### config.mk
export PLATFORM = sky130hd
export DESIGN_NAME = mlse_detector
export DESIGN_NICKNAME = d
export VERILOG_FILES = /design/src/design/mlse_types_pkg.sv /design/src/design/mlse_ctrl_pkg.sv /design/src/design/mlse_detector.sv /design/src/design/path_memory.sv /design/src/design/branch_metric.sv /design/src/design/select_unit.sv /design/src/design/select_two.sv
export SDC_FILE = /design/constraint.sdc
export NUM_CORES = 1
export LEC_CHECK = 0
export ABC_AREA = 1
export ABC_CLOCK_PERIOD_IN_PS = 15600
export BUFFER_PORTS_ARGS = -buffer_cell sky130_fd_sc_hd__buf_2
export CORE_MARGIN = 5
export CORE_UTILIZATION = 50
export DETAILED_ROUTE_END_ITERATION = 8
export PLACE_DENSITY = 0.62
export RECOVER_POWER = 50
export SLEW_MARGIN = 20
export SYNTH_ARGS = -nofsm -noshare
export SYNTH_HDL_FRONTEND = slang
export SYNTH_SLANG_ARGS = --single-unit
### constraint.sdc
create_clock -name clk -period 15.6 [get_ports clk]
set_input_delay 3.9 -clock clk [delete_from_list [all_inputs] [get_ports clk]]
set_output_delay 3.9 -clock clk [all_outputs]
set_load 0.05 [all_outputs]
### src/design/mlse_types_pkg.sv
package mlse_types_pkg;

    localparam int B_WIDTH = 8;              // Received sample width
    localparam int E_WIDTH = 2 * B_WIDTH;    // Path energy width
    localparam int D_WIDTH = B_WIDTH + 2;    // Sample minus widest reference level
    localparam int N_B     = 3;              // One state per previous symbol
    localparam int H_DEPTH = 4;              // Survivor history depth
    localparam int AMP     = 20;             // Channel gain

    typedef logic signed [B_WIDTH-1:0] sample_t;
    typedef logic [E_WIDTH-1:0] energy_t;
    typedef logic signed [1:0] symbol_t;

    localparam energy_t E_MAX = '1;          // Padding and saturation value

    // Index 0 holds the newest symbol
    typedef symbol_t [H_DEPTH-1:0] history_t;

    typedef struct packed {
        energy_t  energy;
        history_t history;
    } path_t;

    // Trellis states 0, 1, 2 stand for symbols -1, 0, +1
    function automatic symbol_t state_symbol(int s);
        return symbol_t'(s - 1);
    endfunction

endpackage
### src/design/mlse_ctrl_pkg.sv
package mlse_ctrl_pkg;

    localparam int FILL_W = $clog2(mlse_types_pkg::H_DEPTH);           // Fill counter width
    localparam logic [FILL_W-1:0] FILL_MAX = FILL_W'(mlse_types_pkg::H_DEPTH - 1);

    typedef enum logic {
        OP_SAMPLE = 1'b0,
        OP_FLUSH  = 1'b1
    } op_e;

    typedef enum logic {
        ST_FILL = 1'b0,    // Histories not yet deep enough
        ST_RUN  = 1'b1
    } fill_state_e;

    typedef struct packed {
        logic                     valid;
        op_e                      op;
        mlse_types_pkg::sample_t  sample;
    } rx_req_t;

    typedef struct packed {
        logic                     valid;
        mlse_types_pkg::symbol_t  symbol;
    } dec_rsp_t;

endpackage

### src/design/mlse_detector.sv
module mlse_detector
    import mlse_types_pkg::*;
    import mlse_ctrl_pkg::*;
(
    input  logic     clk,
    input  logic     arst_n,
    input  rx_req_t  req,
    output dec_rsp_t rsp
);

    energy_t [N_B-1:0][N_B-1:0] metrics;
    path_t   [N_B-1:0][N_B-1:0] cand;
    path_t   [N_B-1:0]          win;
    path_t   [N_B-1:0]          surv;
    path_t                      best;
    logic                       out_en;
    logic                       sample_d;    // Sample strobe one cycle late
    logic                       rsp_valid;
    symbol_t                    rsp_symbol;

    branch_metric u_bm (
        .sample  (req.sample),
        .metrics (metrics)
    );

    path_memory u_pm (
        .clk     (clk),
        .arst_n  (arst_n),
        .req     (req),
        .metrics (metrics),
        .win     (win),
        .cand    (cand),
        .surv    (surv),
        .out_en  (out_en)
    );

    // Add-compare-select, one unit per new state
    for (genvar s = 0; s < N_B; s++) begin : g_acs
        select_unit #(
            .N (N_B)
        ) acs_i (
            .paths (cand[s]),
            .best  (win[s])
        );
    end

    select_unit #(
        .N (N_B)
    ) best_i (
        .paths (surv),
        .best  (best)
    );

    always_ff @(posedge clk or negedge arst_n) begin
        if (!arst_n) begin
            sample_d  <= 1'b0;
            rsp_valid <= 1'b0;
        end else begin
            sample_d  <= req.valid && (req.op == OP_SAMPLE);
            rsp_valid <= sample_d && out_en;
        end
    end

    always_ff @(posedge clk) begin
        if (sample_d) begin
            rsp_symbol <= best.history[H_DEPTH-1];   // Oldest entry of best path
        end
    end

    assign rsp = '{valid: rsp_valid, symbol: rsp_symbol};

endmodule

### src/design/path_memory.sv
module path_memory
    import mlse_types_pkg::*;
    import mlse_ctrl_pkg::*;
(
    input  logic                              clk,
    input  logic                              arst_n,
    input  rx_req_t                           req,
    input  energy_t [N_B-1:0][N_B-1:0]        metrics,
    input  path_t   [N_B-1:0]                 win,
    output path_t   [N_B-1:0][N_B-1:0]        cand,
    output path_t   [N_B-1:0]                 surv,
    output logic                              out_en
);

    fill_state_e       state;
    logic [FILL_W-1:0] fill_cnt;
    energy_t           win_min;
    logic              surv_has_zero;

    function automatic energy_t sat_add(energy_t x, energy_t y);
        logic [E_WIDTH:0] sum;
        sum = {1'b0, x} + {1'b0, y};
        return sum[E_WIDTH] ? E_MAX : sum[E_WIDTH-1:0];
    endfunction

    // Only the state of previous symbol 0 starts as a valid origin
    function automatic path_t flush_path(int s);
        path_t p;
        p.energy  = (state_symbol(s) == 0) ? '0 : E_MAX;
        p.history = '0;
        return p;
    endfunction

    always_comb begin
        for (int s = 0; s < N_B; s++) begin
            for (int p = 0; p < N_B; p++) begin
                cand[s][p].energy  = sat_add(surv[p].energy, metrics[s][p]);
                cand[s][p].history = {surv[p].history[H_DEPTH-2:0], state_symbol(s)};
            end
        end
    end

    always_comb begin
        win_min = win[0].energy;
        for (int s = 1; s < N_B; s++) begin
            if (win[s].energy < win_min) begin
                win_min = win[s].energy;
            end
        end
    end

    always_ff @(posedge clk or negedge arst_n) begin
        if (!arst_n) begin
            state    <= ST_FILL;
            fill_cnt <= '0;
            for (int s = 0; s < N_B; s++) begin
                surv[s] <= flush_path(s);
            end
        end else if (req.valid) begin
            case (req.op)
                OP_FLUSH: begin
                    state    <= ST_FILL;
                    fill_cnt <= '0;
                    for (int s = 0; s < N_B; s++) begin
                        surv[s] <= flush_path(s);
                    end
                end
                default: begin
                    for (int s = 0; s < N_B; s++) begin
                        surv[s].energy  <= win[s].energy - win_min;   // Normalise
                        surv[s].history <= win[s].history;
                    end
                    if (fill_cnt == FILL_MAX) begin
                        state <= ST_RUN;
                    end else begin
                        fill_cnt <= fill_cnt + 1'b1;
                    end
                end
            endcase
        end
    end

    assign out_en = (state == ST_RUN);

    always_comb begin
        surv_has_zero = 1'b0;
        for (int s = 0; s < N_B; s++) begin
            surv_has_zero = surv_has_zero | (surv[s].energy == '0);
        end
    end

    a_norm_zero: assert property (@(posedge clk) disable iff (!arst_n)
        $past(req.valid) |-> surv_has_zero);

    a_run_filled: assert property (@(posedge clk) disable iff (!arst_n)
        (state == ST_RUN) |-> (fill_cnt == FILL_MAX));

endmodule

### src/design/branch_metric.sv
module branch_metric
    import mlse_types_pkg::*;
(
    input  sample_t                      sample,
    output energy_t [N_B-1:0][N_B-1:0]   metrics
);

    // Element [s][p] compares against AMP * (symbol s + symbol p)
    for (genvar s = 0; s < N_B; s++) begin : g_new
        for (genvar p = 0; p < N_B; p++) begin : g_prev
            logic signed [D_WIDTH-1:0] level;
            logic signed [D_WIDTH-1:0] diff;
            logic [2*D_WIDTH-1:0]      sq;

            assign level = D_WIDTH'(AMP * (int'(state_symbol(s)) + int'(state_symbol(p))));
            assign diff  = D_WIDTH'(sample) - level;
            assign sq    = diff * diff;

            always_comb begin
                if (sq > (2*D_WIDTH)'(E_MAX)) begin
                    metrics[s][p] = E_MAX;           // Clip wide errors
                end else begin
                    metrics[s][p] = sq[E_WIDTH-1:0];
                end
            end
        end
    end

endmodule

### src/design/select_unit.sv
module select_unit
    import mlse_types_pkg::*;
#(
    parameter int N = N_B
) (
    input  path_t [N-1:0] paths,
    output path_t         best
);

    localparam int LEVELS = $clog2(N);
    localparam int LEAVES = 1 << LEVELS;

    // Level 0 holds the padded leaves, level LEVELS the single winner
    for (genvar l = 0; l <= LEVELS; l++) begin : g_lvl
        path_t [(LEAVES >> l)-1:0] node;

        if (l == 0) begin : g_leaf
            for (genvar i = 0; i < LEAVES; i++) begin : g_in
                if (i < N) begin : g_real
                    assign node[i] = paths[i];
                end else begin : g_pad
                    assign node[i] = '{energy: E_MAX, history: '0};
                end
            end
        end else begin : g_red
            for (genvar i = 0; i < (LEAVES >> l); i++) begin : g_pair
                select_two u_sel (
                    .a (g_lvl[l-1].node[2*i]),      // Lower index on a
                    .b (g_lvl[l-1].node[2*i+1]),
                    .y (node[i])
                );
            end
        end
    end

    assign best = g_lvl[LEVELS].node[0];

    // The tree never returns something worse than its first candidate.
    // Clocked on input changes since the unit has no clock of its own
    property p_best_not_worse;
        @(paths) $isunknown(paths) || (best.energy <= paths[0].energy);
    endproperty

    a_best_not_worse: assert property (p_best_not_worse);

endmodule

### src/design/select_two.sv
module select_two
    import mlse_types_pkg::*;
(
    input  path_t a,
    input  path_t b,
    output path_t y
);

    logic b_lower;

    assign b_lower = (b.energy < a.energy);   // Strict, so a wins a tie

    always_comb begin
        if (b_lower) begin
            y = b;
        end else begin
            y = a;
        end
    end

endmodule

# Word-level counts from Yosys, hierarchy flattened
# Cells that the tools add are included.
# W data, S select, Z words.
[totals]
register_bits = 79
output_inout_bits = 3
word_cells = 102
[op_classes]
add_sub_neg = 17
multipliers = 5
magnitude_cmp = 19
eq_ne = 2
n_mux = 33
n_bitwise = 1
n_reduce_logical = 5
[op_table]
columns = ["operator", "n"]
rows = [
  ["$mux W24", 11],
  ["$mux W16", 16],
  ["$lt A16 B16 Y1", 10],
  ["$add A16 B16 Y17", 9],
  ["$gt A20 B16 Y1 const B", 5],
  ["$mul A9 B9 Y18", 4],
  ["$mux W72", 1],
  ["$lt A16 B16 Y1 const A", 4],
  ["$sub A16 B16 Y16", 3],
  ["$sub A8 B6 Y9 const B", 2],
  ["$sub A8 B7 Y9 const B", 2],
  ["$mul A8 B8 Y16", 1],
  ["$mux W8", 1],
  ["$mux W2", 2],
  ["$reduce_and A2 Y1", 2],
  ["$add A2 B1 Y2 const B", 1],
  ["$eq A2 B2 Y1 const B", 1],
  ["$logic_and A1 B1 Y1", 2],
  ["$mux W1", 2],
  ["$ne A2 B2 Y1 const B", 1],
  ["$reduce_bool A2 Y1", 1],
  ["$not A1 Y1", 1],
]

# Logic depth before layout (Yosys ltp)
[depth]
depth_word = 16
depth_mapped = 120
depth_no_buf = 112

# By module
# Synthesis repeated with hierarchy kept, for this count alone.
[unflattened]
cells_unflattened = 5752
area_unflattened_um2 = 37429.6
[modules_own_cells]
columns = ["module", "n_inst", "cells_per_inst", "area_each_um2", "seq_area_each_um2"]
rows = [
  ["branch_metric", 1, 1954, 14672.8, 0.0],
  ["path_memory", 1, 2077, 13297.8, 1916.8],
  ["select_two", 12, 142, 774.5, 0.0],
  ["mlse_detector", 1, 9, 135.1, 110.1],
  ["select_unit", 4, 2, 7.5, 0.0],
]

# Worst setup path after synthesis
# OpenSTA, ideal clock, no wires.
[synth_path]
kind = "input to register"
start = "input port req[5] in the netlist's numbering"
end = "register, netlist name u_pm.surv[70]"
arrival_ns = 21.729
required_time_ns = 15.528
setup_slack_ns = -6.202
cell_stages = 110
cell_sequence = "clkbuf_1 -> nor2_1 -> nor2_1 -> xor2_1 -> inv_1 -> nor2_1 -> inv_1 -> fa_1 -> fa_1 -> inv_1 -> fa_1 -> fa_1 -> inv_1 -> fa_1 -> inv_1 -> ha_1 -> a21oi_1 -> and2_1 -> (+74 left out) -> buf_6 -> buf_6 -> clkbuf_1 -> o21ai_0 -> ha_1 -> inv_1 -> ha_1 -> or2_1 -> nand2_1 -> nand2_1 -> nand2_1 -> nand2_1 -> nand2_1 -> nand2_1 -> nand2_1 -> nand3_1 -> nand2_1 -> inv_1"
[synth_via]
elab_chain_len = 16
elab_cells_between_ends = 61
classes_between = "14 x add/sub; 5 x mul; 16 x order compare; 26 x mux"
[synth_lines]
columns = ["item", "line_no", "rtl"]
rows = [
  ["start, declared", "mlse_detector.sv:7", "input rx_req_t req,"],
  ["$sub A8 B6 Y9 / $sub A8 B7 Y9 (equally long branches)", "branch_metric.sv:16", "assign diff = D_WIDTH'(sample) - level;"],
  ["$mul A9 B9 Y18", "branch_metric.sv:17", "assign sq = diff * diff;"],
  ["$gt A20 B16 Y1", "branch_metric.sv:20", "if (sq > (2*D_WIDTH)'(E_MAX)) begin"],
  ["$mux W16", "branch_metric.sv:20", ""],
  ["$add A16 B16 Y17", "path_memory.sv:22", "sum = {1'b0, x} + {1'b0, y};"],
  ["$mux W16", "path_memory.sv:23", "return sum[E_WIDTH] ? E_MAX : sum[E_WIDTH-1:0];"],
  ["$lt A16 B16 Y1", "select_two.sv:11", "assign b_lower = (b.energy < a.energy);"],
  ["$mux W24", "select_two.sv:14", "if (b_lower) begin"],
  ["$lt A16 B16 Y1", "select_two.sv:11", ""],
  ["$mux W24", "select_two.sv:14", ""],
  ["$lt A16 B16 Y1", "path_memory.sv:46", "if (win[s].energy < win_min) begin"],
  ["$mux W16", "path_memory.sv:46", ""],
  ["$lt A16 B16 Y1", "path_memory.sv:46", ""],
  ["$mux W16", "path_memory.sv:46", ""],
  ["$sub A16 B16 Y16 *", "path_memory.sv:70", "surv[s].energy <= win[s].energy - win_min;"],
  ["$mux W72 *", "path_memory.sv:60", "case (req.op)"],
]
# Every way passes the cells marked *; elsewhere a longest branch is shown, timed or not.
# A chain may end at the register's enable or synchronous reset.

# Final worst setup path
[layout_path]
start = "input port req[4] in the netlist's numbering"
end = "register, netlist name u_pm.surv[22]"
[layout_via]
elab_chain_len = 16
elab_cells_between_ends = 61
classes_between = "14 x add/sub; 5 x mul; 16 x order compare; 26 x mux"
[layout_lines]
columns = ["item", "line_no"]
rows = [
  ["$sub A8 B6 Y9 / $sub A8 B7 Y9 (equally long branches)", "branch_metric.sv:16"],
  ["$mul A9 B9 Y18", "branch_metric.sv:17"],
  ["$gt A20 B16 Y1", "branch_metric.sv:20"],
  ["$mux W16", "branch_metric.sv:20"],
  ["$add A16 B16 Y17", "path_memory.sv:22"],
  ["$mux W16", "path_memory.sv:23"],
  ["$lt A16 B16 Y1", "select_two.sv:11"],
  ["$mux W24", "select_two.sv:14"],
  ["$lt A16 B16 Y1", "select_two.sv:11"],
  ["$mux W24", "select_two.sv:14"],
  ["$lt A16 B16 Y1", "path_memory.sv:46"],
  ["$mux W16", "path_memory.sv:46"],
  ["$lt A16 B16 Y1", "path_memory.sv:46"],
  ["$mux W16", "path_memory.sv:46"],
  ["$sub A16 B16 Y16 *", "path_memory.sv:70"],
  ["$mux W72 *", "path_memory.sv:60"],
]
# Marked as above.

==> results.cfg <==
[run_status]
status = finished with violations
violations = capacitance limit, slew limit, setup timing

[job]
max-cap-violations = 1

[synthesis]
async_flop_share = 0.973
synth_ff_type = dfrtp_1
postSynthNetCount = 5153
synth.distinct_cells = 62
yosysWarnings = 0
netlist_area_um2 = 30000
syn_area_per_cell_um2 = 6.89
synth_top_area_frac = 0.206
synth_top_area_cell = ha_1
synth_area_leaders = ha_1, fa_1, nand2_1
postSynthCellCount = 4359
synth-edff-count = 2
synth_seq_area_share = 0.0633
ys_ff_latch = 74

[routing]
vias_per_cell = 5.27
drtIter0Drc = 2243
drcViolationCount = 0
drtPass1Iterations = 6
wire_per_inst_um = 18.7
dr_total_vias = 33999
ant_nets = 0
wirelength_um = 120000

[floorplanning]
io_pins = 15
coreArea_um2 = 59200
die_y_um = 255
fp-row-count = 89
dieWidth_um = 255
start_util = 0.507
dieArea_um2 = 65100

[setup_path]
cpPeakStageDelay_ns = 0.50
cpMostUsedCell = nand2_1
cpMaxStageDelayCell = fa_1
path_max_fanout = 9
criticalPathCategory = input pin to flip-flop
end_kind = flip-flop
crit_arrival_ns = 18.56
cp_data_required_time_ns = 15.92
cp-start-kind = input pin

[final_layout]
fin_nets = 6470
diodes = 0
finalNonFillerCells = 6454
area_growth_pct = 48.3
post_route_cells_drive_above_1_share = 0.363

[clock_tree]
numCtsBuffers = 9
cts_sinks = 74
tritoncts = built
htree_levels = 3
clock_path_buffers = 2
ctsHoldBuffers = 0
clk_pin_slew_ns = 0.08
root_buffer = clkbuf_16
clock_latency_ns = 0.38

[global_route]
antenna_found_initial = 2
gr-usage-all-layers = 0.363
grt_max_degree = 73
grt_pass1_wl_um = 183000
overflow = 0
grt_pass1_vias = 33763

[sta]
tightestPinTransition_ns = 4.46
hold_violations = 0
grt_setup_unrepaired = yes
fin_crit_ns = 18.24
fin_ws_ns = -2.64
slew_viol_final = 73
slew_headroom = -1.97
fmax_ghz = 0.0548
clock_skew_ns = 0.0175
setup_viol = 48
min_period_over_period = 1.17

[place]
hpwl_um = 98500
dpl.cell_count = 6302
place_congestion = 1.02
portBuffers = 14

[worst_hold_path]
hold_class = flip-flop to flip-flop
[repair_timing]
item                                    in CTS  in global routing
endpoints found under the setup margin      53                 54
setup buffers                              106                 18
pin swaps                                  187                 86
resized for setup                          470                173
gates cloned                                11                  2
[cell families (layout without fill, tap and decap cells)]
kind of cell    after synthesis  in the layout  share of synthesized area
xor+xnor                    164            164                     0.0478
compound gates              695            695                      0.129
fa+ha+maj                   782            782                      0.398
simple gates               1778           1781                      0.252
flops                        74             74                     0.0633
buf+inv                     866           2185                      0.110
[per-layer routing]
layer | GRT usage | wire (um)
met1 | 0.443 | 48100
met2 | 0.621 | 56900
met3 | 0.0462 | 7040
met4 | 0.203 | 8290
met5 | 0 | 19
[critical path: cells and delay by family]
kind,cells,cell delay (ns)
adders and majority gates,13,4.40
and+or+nand+nor,42,4.30
buffers and inverters,20,2.33
xor gates and xnor gates,2,0.29
AOI/OAI and AO/OA,22,3.28
[cells in the final DEF, fill, tap and decap left out, types with 53 or more instances in the layout]
cell type,n
ha_4,59
xor2_1,99
fa_1,283
nand2_2,106
xnor2_1,61
nor2_1,316
a21oi_1,231
a21oi_2,53
o21ai_0,147
ha_1,427
inv_1,711
inv_2,55
nand2_1,880
or2_2,56
buf_4,1311
nand3_1,198
[synthesized netlist by cell type (all sizes together), types with 4 or more instances]
| cell | instances |
|---|---|
| nand2 | 1018 |
| inv | 774 |
| ha | 495 |
| nor2 | 379 |
| fa | 287 |
| a21oi | 286 |
| o21ai | 264 |
| nand3 | 242 |
| xor2 | 102 |
| or2 | 64 |
| clkbuf | 63 |
| xnor2 | 62 |
| dfrtp | 40 |
| dfstp | 32 |
| nand4 | 26 |
| a211oi | 25 |
| o21bai | 25 |
| nor3 | 24 |
| a21o | 16 |
| a31oi | 15 |
| buf | 15 |
| clkinv | 14 |
| o22ai | 13 |
| nand3b | 11 |
| o31ai | 11 |
| and2 | 8 |
| a2111oi | 7 |
| a21boi | 6 |
| o21a | 6 |
| o211ai | 5 |
| a31o | 4 |
[flip-flops by register name (all words and copies together) (netlist names)]
| register | cells |
|---|---|
| u_pm.out_en | 1 |
| u_pm.surv | 54 |
| sample_d | 1 |
| rsp_valid | 1 |
| rsp_symbol | 2 |
| u_pm.fill_cnt | 2 |
| u_pm.cand | 13 |
[through the flow]
| step | util | worst slack, ns | area (um^2) | hold WS [ns] | setup TNS (ns) |
|---|---|---|---|---|---|
| after floorplan | - | -3.28 | 30600 | 0.434 | -142.25 |
| after global placement | 0.684 | -3.47 | 40500 | 0.440 | -152.73 |
| after detailed placement | 0.684 | -3.87 | 40500 | 0.459 | -173.33 |
| after CTS | 0.737 | -1.95 | 43600 | 0.473 | -84.51 |
| after global routing | 0.752 | -3.48 | 44500 | 0.514 | -155.81 |
| final | 0.752 | -2.64 | 44500 | 0.477 | -115.75 |
[worst paths after layout]
kind	startpoint	to	slack [ns]	cells after the start
min in group asynchronous	arst_n	u_pm.surv[47]$_DFFE_PN0P_	5.11	1
max in group asynchronous	arst_n	u_pm.cand[7]$_DFFE_PN0P_	7.98	1
hold / removal	u_pm.out_en$_DFFE_PN0P_	rsp_valid$_DFF_PN0_	0.48	2
hold reg to reg	u_pm.out_en$_DFFE_PN0P_	rsp_valid$_DFF_PN0_	0.48	2
setup / recovery	req[4]	u_pm.surv[22]$_DFFE_PN1P_	-2.64	99
setup reg to reg	u_pm.surv[33]$_DFFE_PN0P_	u_pm.surv[22]$_DFFE_PN1P_	5.32	67
[cell type report]
cell class	instances	area [um^2]
multi-input cells	3422	27600
well taps	773	967
repair buffers	1377	10700
fillers	4716	14700
clock inverters	7	101
flip-flops and latches	74	1900
clock buffers	9	225
inverters	788	3010
repair inverters	4	41.3
Power is left out: the tool's default activity adds up to more than one toggle a clock period on the data nets, which glitch-free logic cannot reach.
